--- src/verilog/fetch_cfg_pkg.sv ---
package fetch_cfg_pkg;

    // fetch address and packet widths
    localparam int addr_w = 32;
    localparam int data_w = 64;

    // first fetch address after reset
    localparam logic [addr_w-1:0] pc_reset = 32'h1c00_0000;

    // default sizes, overridden from the top level
    localparam int btb_entries_default = 16;
    localparam int fq_depth_default    = 4;

endpackage

--- src/verilog/fetch_types_pkg.sv ---
package fetch_types_pkg;

    // one redirect source
    typedef struct packed {
        logic                             valid;
        logic [fetch_cfg_pkg::addr_w-1:0] target;
    } redirect_t;

    // btb lookup result
    typedef struct packed {
        logic                             hit;
        logic [fetch_cfg_pkg::addr_w-1:0] target;
    } btb_pred_t;

    // resolved branch from execute
    typedef struct packed {
        logic                             valid;
        logic [fetch_cfg_pkg::addr_w-1:0] pc;
        logic                             taken;
        logic [fetch_cfg_pkg::addr_w-1:0] target;
    } btb_upd_t;

    // axi4-lite read address payload
    typedef struct packed {
        logic [fetch_cfg_pkg::addr_w-1:0] addr;
        logic [2:0]                       prot;
    } axil_ar_t;

    // axi4-lite read data payload
    typedef struct packed {
        logic [fetch_cfg_pkg::data_w-1:0] data;
        logic [1:0]                       resp;
    } axil_r_t;

    // two-instruction packet toward decode
    typedef struct packed {
        logic [fetch_cfg_pkg::addr_w-1:0] pc;
        logic [fetch_cfg_pkg::data_w-1:0] data;
        logic                             pred_taken;
        logic [fetch_cfg_pkg::addr_w-1:0] pred_target;
    } fetch_pkt_t;

endpackage

--- src/verilog/pc_gen.sv ---
`timescale 1ns/100ps

module pc_gen (
    input  logic                             clk,
    input  logic                             rstn,
    input  fetch_types_pkg::redirect_t       redir_id,
    input  fetch_types_pkg::redirect_t       redir_ex,
    input  fetch_types_pkg::redirect_t       redir_wb,
    input  fetch_types_pkg::btb_pred_t       pred,
    input  logic                             adv,
    output logic [fetch_cfg_pkg::addr_w-1:0] pc,
    output logic                             redirect_taken
);
    import fetch_cfg_pkg::*;

    logic [addr_w-1:0] redir_target;
    logic [addr_w-1:0] seq_pc;
    logic [addr_w-1:0] next_pc;

    assign redirect_taken = redir_wb.valid | redir_ex.valid | redir_id.valid;

    // writeback is oldest, so it wins over execute, then decode
    always_comb begin
        if (redir_wb.valid) begin
            redir_target = redir_wb.target;
        end else if (redir_ex.valid) begin
            redir_target = redir_ex.target;
        end else begin
            redir_target = redir_id.target;
        end
    end

    // sequential step always lands on the next aligned packet
    assign seq_pc = {pc[addr_w-1:3], 3'b000} + addr_w'(8);

    assign next_pc = pred.hit ? pred.target : seq_pc;

    always_ff @(posedge clk) begin
        if (!rstn) begin
            pc <= pc_reset;
        end else if (redirect_taken) begin
            pc <= redir_target;
        end else if (adv) begin
            pc <= next_pc;
        end
    end

endmodule

--- src/verilog/btb.sv ---
`timescale 1ns/100ps

module btb #(
    parameter int btb_entries = fetch_cfg_pkg::btb_entries_default
) (
    input  logic                             clk,
    input  logic                             rstn,
    input  logic [fetch_cfg_pkg::addr_w-1:0] lookup_pc,
    output fetch_types_pkg::btb_pred_t       pred,
    input  fetch_types_pkg::btb_upd_t        upd
);
    import fetch_cfg_pkg::*;

    localparam int idx_w = (btb_entries > 1) ? $clog2(btb_entries) : 1;
    localparam int tag_w = addr_w - 3 - idx_w;

    logic [btb_entries-1:0] valid;
    logic [tag_w-1:0]       tag_mem    [btb_entries];
    logic [addr_w-1:0]      target_mem [btb_entries];

    logic [idx_w-1:0] lk_idx;
    logic [tag_w-1:0] lk_tag;
    logic [idx_w-1:0] up_idx;
    logic [tag_w-1:0] up_tag;
    logic             up_match;

    // index from packet address, byte offset in packet ignored
    assign lk_idx = lookup_pc[3 +: idx_w];
    assign lk_tag = lookup_pc[addr_w-1 -: tag_w];
    assign up_idx = upd.pc[3 +: idx_w];
    assign up_tag = upd.pc[addr_w-1 -: tag_w];

    assign up_match = valid[up_idx] && (tag_mem[up_idx] == up_tag);

    assign pred = '{
        hit:    valid[lk_idx] && (tag_mem[lk_idx] == lk_tag),
        target: target_mem[lk_idx]
    };

    always_ff @(posedge clk) begin
        if (!rstn) begin
            valid <= '0;
        end else if (upd.valid) begin
            if (upd.taken) begin
                valid[up_idx] <= 1'b1;
            end else if (up_match) begin
                // not taken, drop the stale prediction
                valid[up_idx] <= 1'b0;
            end
        end
    end

    always_ff @(posedge clk) begin
        if (upd.valid && upd.taken) begin
            tag_mem[up_idx]    <= up_tag;
            target_mem[up_idx] <= upd.target;
        end
    end

endmodule

--- src/verilog/axil_fetch_port.sv ---
`timescale 1ns/100ps

module axil_fetch_port (
    input  logic                             clk,
    input  logic                             rstn,
    input  logic                             issue,
    input  logic [fetch_cfg_pkg::addr_w-1:0] addr,
    output fetch_types_pkg::axil_ar_t        ar,
    output logic                             arvalid,
    input  logic                             arready,
    input  fetch_types_pkg::axil_r_t         r,
    input  logic                             rvalid,
    output logic                             rready,
    output logic                             rsp_valid,
    output logic [fetch_cfg_pkg::data_w-1:0] rsp_data,
    output logic                             busy
);
    import fetch_cfg_pkg::*;

    logic [addr_w-1:0] addr_q;
    logic              arvalid_q;
    logic              rready_q;
    logic              start;

    assign start = issue && !busy;

    // address phase, then response phase
    always_ff @(posedge clk) begin
        if (!rstn) begin
            arvalid_q <= 1'b0;
            rready_q  <= 1'b0;
        end else if (start) begin
            arvalid_q <= 1'b1;
        end else if (arvalid_q && arready) begin
            arvalid_q <= 1'b0;
            rready_q  <= 1'b1;
        end else if (rready_q && rvalid) begin
            rready_q  <= 1'b0;
        end
    end

    // held stable until the ar transfer
    always_ff @(posedge clk) begin
        if (start) begin
            addr_q <= {addr[addr_w-1:3], 3'b000};
        end
    end

    // prot[2] marks an instruction access
    assign ar = '{addr: addr_q, prot: 3'b100};

    assign arvalid   = arvalid_q;
    assign rready    = rready_q;
    assign busy      = arvalid_q | rready_q;
    assign rsp_valid = rready_q & rvalid;
    assign rsp_data  = r.data;

endmodule

--- src/verilog/fetch_queue.sv ---
`timescale 1ns/100ps

module fetch_queue #(
    parameter int fq_depth = fetch_cfg_pkg::fq_depth_default
) (
    input  logic                        clk,
    input  logic                        rstn,
    input  logic                        flush,
    input  logic                        push,
    input  fetch_types_pkg::fetch_pkt_t push_pkt,
    output fetch_types_pkg::fetch_pkt_t pkt,
    output logic                        pkt_valid,
    input  logic                        pkt_ready,
    output logic [3:0]                  free_slots
);
    import fetch_types_pkg::*;

    localparam int ptr_w = (fq_depth > 1) ? $clog2(fq_depth) : 1;
    localparam int cnt_w = $clog2(fq_depth + 1);

    fetch_pkt_t       mem [fq_depth];
    logic [ptr_w-1:0] rd_ptr;
    logic [ptr_w-1:0] wr_ptr;
    logic [cnt_w-1:0] count;
    logic             pop;

    assign pop        = pkt_valid && pkt_ready;
    assign pkt        = mem[rd_ptr];
    assign pkt_valid  = (count != '0);
    assign free_slots = 4'(fq_depth) - 4'(count);

    always_ff @(posedge clk) begin
        if (!rstn || flush) begin
            rd_ptr <= '0;
            wr_ptr <= '0;
            count  <= '0;
        end else begin
            if (push) begin
                wr_ptr <= (wr_ptr == ptr_w'(fq_depth - 1)) ? '0 : wr_ptr + 1'b1;
            end
            if (pop) begin
                rd_ptr <= (rd_ptr == ptr_w'(fq_depth - 1)) ? '0 : rd_ptr + 1'b1;
            end
            // simultaneous push and pop leaves the count alone
            if (push && !pop) begin
                count <= count + 1'b1;
            end else if (pop && !push) begin
                count <= count - 1'b1;
            end
        end
    end

    always_ff @(posedge clk) begin
        if (push) begin
            mem[wr_ptr] <= push_pkt;
        end
    end

endmodule

--- src/verilog/fetch_ctrl.sv ---
`timescale 1ns/100ps

module fetch_ctrl (
    input  logic                             clk,
    input  logic                             rstn,
    input  logic                             redirect_taken,
    input  logic [fetch_cfg_pkg::addr_w-1:0] pc,
    input  fetch_types_pkg::btb_pred_t       pred,
    input  logic                             busy,
    input  logic [3:0]                       free_slots,
    input  logic                             rsp_valid,
    input  logic [fetch_cfg_pkg::data_w-1:0] rsp_data,
    output logic                             issue,
    output logic                             adv,
    output logic                             flush,
    output logic                             push,
    output fetch_types_pkg::fetch_pkt_t      push_pkt
);
    import fetch_cfg_pkg::*;
    import fetch_types_pkg::*;

    logic              epoch;
    logic              issue_epoch;
    logic [addr_w-1:0] saved_pc;
    btb_pred_t         saved_pred;

    // a read in flight keeps busy high, so an idle port owes no slot
    assign issue = !busy && !redirect_taken && (free_slots != 4'd0);
    assign adv   = issue;
    assign flush = redirect_taken;

    always_ff @(posedge clk) begin
        if (!rstn) begin
            epoch       <= 1'b0;
            issue_epoch <= 1'b0;
        end else if (redirect_taken) begin
            // forced away from the issued epoch, so repeated redirects stay stale
            epoch <= ~issue_epoch;
        end else if (issue) begin
            issue_epoch <= epoch;
        end
    end

    always_ff @(posedge clk) begin
        if (issue) begin
            saved_pc   <= pc;
            saved_pred <= pred;
        end
    end

    // a response racing a redirect is dropped too
    assign push = rsp_valid && !redirect_taken && (issue_epoch == epoch);

    assign push_pkt = '{
        pc:          saved_pc,
        data:        rsp_data,
        pred_taken:  saved_pred.hit,
        pred_target: saved_pred.target
    };

endmodule

--- src/verilog/fetch_front.sv ---
`timescale 1ns/100ps

module fetch_front #(
    parameter int btb_entries = fetch_cfg_pkg::btb_entries_default,
    parameter int fq_depth    = fetch_cfg_pkg::fq_depth_default
) (
    input  logic                        clk,
    input  logic                        rstn,
    input  fetch_types_pkg::redirect_t  redir_id,
    input  fetch_types_pkg::redirect_t  redir_ex,
    input  fetch_types_pkg::redirect_t  redir_wb,
    input  fetch_types_pkg::btb_upd_t   btb_upd,
    output fetch_types_pkg::axil_ar_t   ar,
    output logic                        arvalid,
    input  logic                        arready,
    input  fetch_types_pkg::axil_r_t    r,
    input  logic                        rvalid,
    output logic                        rready,
    output fetch_types_pkg::fetch_pkt_t pkt,
    output logic                        pkt_valid,
    input  logic                        pkt_ready
);
    import fetch_cfg_pkg::*;
    import fetch_types_pkg::*;

    logic [addr_w-1:0] pc;
    logic              redirect_taken;
    btb_pred_t         pred;
    logic              issue;
    logic              adv;
    logic              flush;
    logic              busy;
    logic              rsp_valid;
    logic [data_w-1:0] rsp_data;
    logic              push;
    fetch_pkt_t        push_pkt;
    logic [3:0]        free_slots;

    pc_gen i_pc_gen (
        .clk            (clk),
        .rstn           (rstn),
        .redir_id       (redir_id),
        .redir_ex       (redir_ex),
        .redir_wb       (redir_wb),
        .pred           (pred),
        .adv            (adv),
        .pc             (pc),
        .redirect_taken (redirect_taken)
    );

    btb #(
        .btb_entries (btb_entries)
    ) i_btb (
        .clk       (clk),
        .rstn      (rstn),
        .lookup_pc (pc),
        .pred      (pred),
        .upd       (btb_upd)
    );

    axil_fetch_port i_axil_fetch_port (
        .clk       (clk),
        .rstn      (rstn),
        .issue     (issue),
        .addr      (pc),
        .ar        (ar),
        .arvalid   (arvalid),
        .arready   (arready),
        .r         (r),
        .rvalid    (rvalid),
        .rready    (rready),
        .rsp_valid (rsp_valid),
        .rsp_data  (rsp_data),
        .busy      (busy)
    );

    fetch_queue #(
        .fq_depth (fq_depth)
    ) i_fetch_queue (
        .clk        (clk),
        .rstn       (rstn),
        .flush      (flush),
        .push       (push),
        .push_pkt   (push_pkt),
        .pkt        (pkt),
        .pkt_valid  (pkt_valid),
        .pkt_ready  (pkt_ready),
        .free_slots (free_slots)
    );

    fetch_ctrl i_fetch_ctrl (
        .clk            (clk),
        .rstn           (rstn),
        .redirect_taken (redirect_taken),
        .pc             (pc),
        .pred           (pred),
        .busy           (busy),
        .free_slots     (free_slots),
        .rsp_valid      (rsp_valid),
        .rsp_data       (rsp_data),
        .issue          (issue),
        .adv            (adv),
        .flush          (flush),
        .push           (push),
        .push_pkt       (push_pkt)
    );

endmodule

--- config.mk ---
export PLATFORM = sky130hd
export DESIGN_NAME = fetch_front
export DESIGN_NICKNAME = d
export VERILOG_FILES = /design/src/verilog/fetch_cfg_pkg.sv /design/src/verilog/fetch_types_pkg.sv /design/src/verilog/pc_gen.sv /design/src/verilog/btb.sv /design/src/verilog/axil_fetch_port.sv /design/src/verilog/fetch_queue.sv /design/src/verilog/fetch_ctrl.sv /design/src/verilog/fetch_front.sv
export SDC_FILE = /design/constraint.sdc
export NUM_CORES = 1
export LEC_CHECK = 0
export BUFFER_PORTS_ARGS = -buffer_cell sky130_fd_sc_hd__buf_2
export CORE_UTILIZATION = 25
export DETAILED_ROUTE_END_ITERATION = 6
export SYNTH_ARGS = -nofsm -noshare
export SYNTH_HDL_FRONTEND = slang
export SYNTH_SLANG_ARGS = --single-unit
export TNS_END_PERCENT = 10
--- constraint.sdc ---
create_clock -name clk -period 16.15 [get_ports clk]
set_input_delay 3.23 -clock clk [delete_from_list [all_inputs] [get_ports clk]]
set_output_delay 3.23 -clock clk [all_outputs]
set_load 0.01 [all_outputs]
==> results of run 1 <==
## final timing paths
kind	from	to	slack (ns)	cells after the start
worst max-delay path	btb_upd[36]	register	8.39	11
worst min-delay path	i_pc_gen.pc[1]	i_fetch_ctrl.saved_pc[1]	0.43	0
worst max register to register	register	i_pc_gen.pc[28]	10.38	12
worst min register to register	i_pc_gen.pc[1]	i_fetch_ctrl.saved_pc[1]	0.43	0
## worst max-delay path, cell delays in order
cell and delay (ns):
buf_6 0.65, buf_4 0.93, mux4_2 0.62, mux4_2 0.48, xnor2_1 0.25, nand4_1 0.28, or4_1 0.68, or4_4 0.52
or3b_1 0.44, nor3_1 0.20, nor2_1 0.08
## final cells by class
type	instances	area (um2)	area share (%)
repair buffers	467	2561	3.413
multi-input cells	1096	15930	21.22
diodes	9	22.52	0.03001
clock inverters	80	922.1	1.229
flip-flops and latches	1587	47030	62.67
clock buffers	209	4343	5.787
inverters	13	51.30	0.06836
well taps	3348	4189	5.582
## cell families after synthesis
group	count (synthesis)	share of synthesized area (%)
flops	1587	73.93
mux	602	19.80
simple gates	250	1.944
buf+inv	188	1.291
compound gates	152	1.771
xor+xnor	77	1.061
fa+ha+maj	9	0.1889
other cells	2	0.01181
## routing by layer
metal  wire, um  up-vias
met5        216        -
met4       5512       36
met3      16330      330
met2      84970     1472
met1      72780    17320
li1           -    13170
## stage by stage
stage,cells,hold WS (ns),util [%],total power [uW],instance area (um2)
finish,6809,0.4304,29.77,8851,75040
CTS,6800,0.4306,29.76,8935,75020
detailed placement,6511,0.4165,27.67,5196,69750
global placement,6511,0.4197,27.67,5186,69750
global route,6803,0.4492,29.76,9106,75030
floorplan,2871,0.4093,-,4958,63590
## flip-flops by register name, indices dropped and copies added (netlist names), 2 cells and up, named ones only
signal	flops
i_fetch_ctrl.push_pkt	33
i_fetch_queue.mem	516
i_fetch_queue.wr_ptr	2
i_fetch_queue.count	3
i_fetch_ctrl.saved_pc	32
i_axil_fetch_port.addr_q	29
i_btb.target_mem	512
i_btb.tag_mem	400
i_fetch_queue.rd_ptr	2
i_pc_gen.pc	32
## where the power goes
group | switching, uW | internal [uW] | leakage [uW] | total [uW]
sequential | 45.5 | 4550 | 0.0143 | 4600
combinational | 296 | 210 | 0.00649 | 506
clock | 1540 | 2210 | 0.00258 | 3750
total | 1880 | 6970 | 0.0234 | 8850
## cells in the final DEF (no fill, tap or decap), types with 8 or more instances in the layout
cell       instances
edfxtp_1        1522
mux4_2           524
buf_2            389
clkbuf_16        164
buf_4             75
mux2i_1           74
nor2_1            60
nand2_1           59
dfxtp_1           59
xnor2_1           56
clkbuf_1          38
a22oi_1           32
clkinv_2          29
o21ai_0           28
a221oi_1          23
clkinv_1          23
xor2_1            21
bufinv_16         20
nand3_1           19
nor3_1            16
nand4_1           16
nor2_4            12
inv_1             11
o211ai_1          11
a221o_1           11
nor2b_1           10
o22ai_1           10
diode_2            9
ha_1               8
==> run_results.csv, run 1 <==
group,metric,value,unit
sta,max_freq,128.8,MHz
yosys,async_flop_share,0,%
sta,hold_violations,0,
yosys,yosysTopAreaCellShare,71.89,%
cts,htreeDepth,4,
place,dp_slack,7.510,ns
setup_path,cp.arrival,8.43,ns
cts,clk_latency,0.79,ns
cells_and_area,n_fill_cell,24360,
yosys,synth_area,0.06358,mm2
global_routing,grt_pass1_vias,32620,
die,floorplan.initialDensity,25.22,%
global_routing,grt.busiest_layer,"met2",
yosys,synth.distinct_cells,61,
yosys,ys_top_cells_by_count,"1522 x edfxtp_1, 524 x mux4_2, 84 x clkbuf_1",
route,drtIter0Drc,3454,
cts,clk_path_buf_depth,3,
yosys,ys_seq_elements,1587,
sta,fin_ws,8.386,ns
cells_and_area,nets,3571,
cts,postCtsSetupRepairBufs,0,
cts,clk_pin_slew,0.06,ns
yosys,yosysWarnings,0,
cts,cts.sinks,1587,
global_routing,grt_pass1_wl,251.2,mm
cts,cts_root_buf,"clkbuf_16",
die,die_area,0.2563,mm2
cts,tritoncts,"built",
sta,setup_viol,0,
yosys,synth_seq_area_share,73.93,%
yosys,yosysMostFrequentCell,"edfxtp_1",
place,port_buffers,391,
yosys,avgSynthCellArea,22.18,um2
die,row_count,184,
die,io_pins,403,
cells_and_area,drive_gt1_share,36.56,%
power_and_ir_drop,ir_drop,0.08934,mV
job,maxCapViolations,0,
yosys,synth_cells,2867,
setup_path,worstSetupEndpointType,"register",
sta,fin_worst_skew,0.02927,ns
sta,maxSlewViolCount,0,
yosys,yosys.area.top_type,"edfxtp_1",
global_routing,grtUsageTotal,13.75,%
setup_path,critPathRequiredTime,16.81,ns
setup_path,path_max_fanout,63,
sta,slew_headroom,18.08,%
route,dr.pass1.iters,5,
route,vias,32320,
global_routing,grtUsageMet2,22.16,%
global_routing,grt_max_degree,93,
die,die_w,506.3,um
place,dp_hpwl,113.3,mm
route,ant_nets,0,
global_routing,grt_use_met3,3.686,%
status,status,"finished, final reports clean",
power_and_ir_drop,p_per_area,118.0,mW/mm2
yosys,ys.flop_type,"edfxtp_1",
sta,period_minus_slack,7.764,ns
setup_path,crit_type,"input pin to register",
global_routing,grt_overflow,0,
yosys,synth_edf_count,1522,
route,totalWireLength,179.8,mm
setup_path,worstSetupStartpointType,"input pin",
die,die_y,506.3,um
sta,worst_pin_slew,1.219,ns
route,wl_per_cell,26.41,um
cells_and_area,areaGrowthSynthToFinish,18.03,%
route,routed_via_density,4.747,
die,coreArea,0.2521,mm2
global_routing,antenna_found_initial,66,
place,gp_congestion,0.7735,
sta,rsz0062_at_grt,"false",
route,drc,0,
power_and_ir_drop,p_leak,0.02336,uW
cts,numCtsBuffers,161,
global_routing,met1_usage,17.89,%
yosys,synth_top_cells_by_area,"edfxtp_1 72%, mux4_2 19%, dfxtp_1 2.0%",
cts,cts.repair.resized,0,
min_path,hp-class,"register to register",
sta,finalSetupTns,0,ns
cts,holdBufCountCts,0,
sta,fin_crit_sh,48.08,%
Note: power is estimated with default switching activity, not from simulation.
==> inputs of run 2 (changes only) <==
- clock period: 16.15 -> 8.1 ns (I/O delays scaled with it)
==> run_results.csv, run 2 (same netlist as run 1, synthesis figures left out) <==
group,metric,value,unit
sta,fin_crit_sh,65.57,%
cts,clk_path_buf_depth,3,
die,io_pins,403,
status,violations,"DRC",
min_path,hp-class,"register to register",
cts,clk_latency,0.78,ns
cells_and_area,reg_top3,"i_fetch_queue.mem (516), i_btb.target_mem (512), i_btb.tag_mem (400)",
min_path,hp-start,"i_pc_gen.pc[1]",
route,drtIter0Drc,3165,
setup_path,path_common_cell,"mux4_2",
cts,holdBufCountCts,0,
global_routing,grt_pass1_vias,32920,
sta,setup_viol,0,
power_and_ir_drop,p_leak,0.02329,uW
setup_path,cp-startpoint,"btb_upd[36]",
sta,worst_pin_slew,1.211,ns
sta,whs,0.4358,ns
setup_path,cp_slowest_cell,"buf_4",
route,dr.pass1.iters,7,
route,drc,4,
die,die_y,506.3,um
setup_path,worstSetupEndpointType,"register",
sta,fin_worst_skew,0.02074,ns
die,die_area,0.2563,mm2
setup_path,path_max_fanout,40,
die,coreArea,0.2521,mm2
global_routing,grtUsageTotal,13.96,%
power_and_ir_drop,ir_drop,0.2112,mV
status,status,"complete, but fails checks",
sta,maxSlewViolCount,0,
cells_and_area,n_fill_cell,24340,
place,port_buffers,391,
place,gp_congestion,0.8327,
sta,hold_violations,0,
cells_and_area,drive_gt1_share,36.52,%
route,totalWireLength,182.2,mm
sta,max_freq,188.3,MHz
route,ant_nets,0,
global_routing,grt_max_degree,98,
setup_path,r2r_end,"i_pc_gen.pc[27]",
job,maxCapViolations,0,
cells_and_area,top_register,"i_fetch_queue.mem",
global_routing,grt_pass1_wl,254.9,mm
die,die_w,506.3,um
sta,rsz0062_at_grt,"false",
setup_path,critPathRequiredTime,8.76,ns
cts,tritoncts,"built",
cts,numCtsBuffers,161,
cells_and_area,postLayoutCoreUtil,29.76,%
die,row_count,184,
setup_path,crit_chain,"buf_6 -> buf_4 -> mux4_2 -> mux4_2 -> xnor2_1 -> nand4_1 -> or4_1 -> or4_4 -> or3b_1 -> nor3_1 -> nor2_1",
route,vias,32260,
setup_path,cp.arrival,5.97,ns
setup_path,reg2reg_slack,2.98,ns
setup_path,crit_type,"input pin to register",
cts,htreeDepth,4,
setup_path,worstSetupStartpointType,"input pin",
place,dp_hpwl,115.8,mm
cells_and_area,final_cell_mix,"1522 x edfxtp_1, 524 x mux4_2, 389 x buf_2, 164 x clkbuf_16, 74 x mux2i_1",
route,wl_per_cell,26.71,um
cts,cts.sinks,1587,
route,routed_via_density,4.730,
cells_and_area,largest_reg_flops,516,
setup_path,r2r_cells,10,
cells_and_area,mostFrequentLayoutCell,"edfxtp_1",
cts,cts.repair.resized,0,
setup_path,max_stage_delay,0.71,ns
sta,slew_headroom,19.08,%
cells_and_area,nets,3574,
cts,postCtsSetupRepairBufs,0,
cells_and_area,areaGrowthSynthToFinish,17.99,%
die,floorplan.initialDensity,25.22,%
power_and_ir_drop,p_per_area,231.6,mW/mm2
cts,clk_pin_slew,0.06,ns
cts,cts_root_buf,"clkbuf_16",
global_routing,grt_overflow,0,
sta,period_minus_slack,5.311,ns
sta,finalSetupTns,0,ns
global_routing,antenna_found_initial,69,
## run 2: cell types whose count changed in the layout (fill, tap and decap cells not counted), sizes merged
cell / delta
buf: +3
bufinv: -8
clkbuf: -6
clkinv: +6
clkinvlp: +5
diode: +4
inv: +6
## run 2: where the power goes
part	internal (uW)	switching, uW
clock	4110	3080
combinational	418	587
sequential	9080	100
total	13600	3770
## run 2: per-layer routing
layer | vias up | wire (um) | share of wire [%] | track usage (%)
met5 | - | 266 | 0.15 | 0
met4 | 40 | 9363 | 5.1 | 6.783
met3 | 433 | 15470 | 8.5 | 3.856
met1 | 17100 | 71150 | 39 | 17.26
li1 | 13210 | - | - | -
met2 | 1475 | 85910 | 47 | 22.49
## run 2: how the worst min path moves through the flow
stage | to | slack, ns | cells after the start
after global routing | i_fetch_ctrl.saved_pc[2] | 0.45 | 0
final | i_fetch_ctrl.saved_pc[1] | 0.44 | 0
after detailed placement | i_fetch_ctrl.saved_pc[1] | 0.42 | 0
after floorplan | i_fetch_ctrl.saved_pc[0] | 0.41 | 0
after CTS | i_fetch_ctrl.saved_pc[1] | 0.44 | 0
after global placement | i_fetch_ctrl.saved_pc[2] | 0.42 | 0
## run 2: cell type report
class	instances	area (um2)	share of cell area [%]
sequential	1587	47030	62.69
multi-input combinational	1096	15930	21.24
clock buffer	203	4250	5.666
tap	3348	4189	5.584
timing repair buffer	470	2709	3.611
clock inverter	89	824.5	1.099
inverter	13	51.30	0.06839
antenna	13	32.53	0.04337
## run 2: critical path: cells and delay by family
family | cells | cell delay [ns]
muxes | 2 | 1.08
buffers and inverters | 2 | 1.14
and+or+nand+nor | 6 | 1.80
xor gates and xnor gates | 1 | 0.25
## run 2: through the flow
step	area, um2	std cells	setup WS (ns)	total power [uW]
floorplan	63600	2871	0.3475	9883
global placement	69910	6514	1.911	10340
detailed placement	69910	6514	1.929	10360
CTS	74980	6806	2.803	17540
global route	74990	6810	2.544	17880
finish	75010	6819	2.789	17370
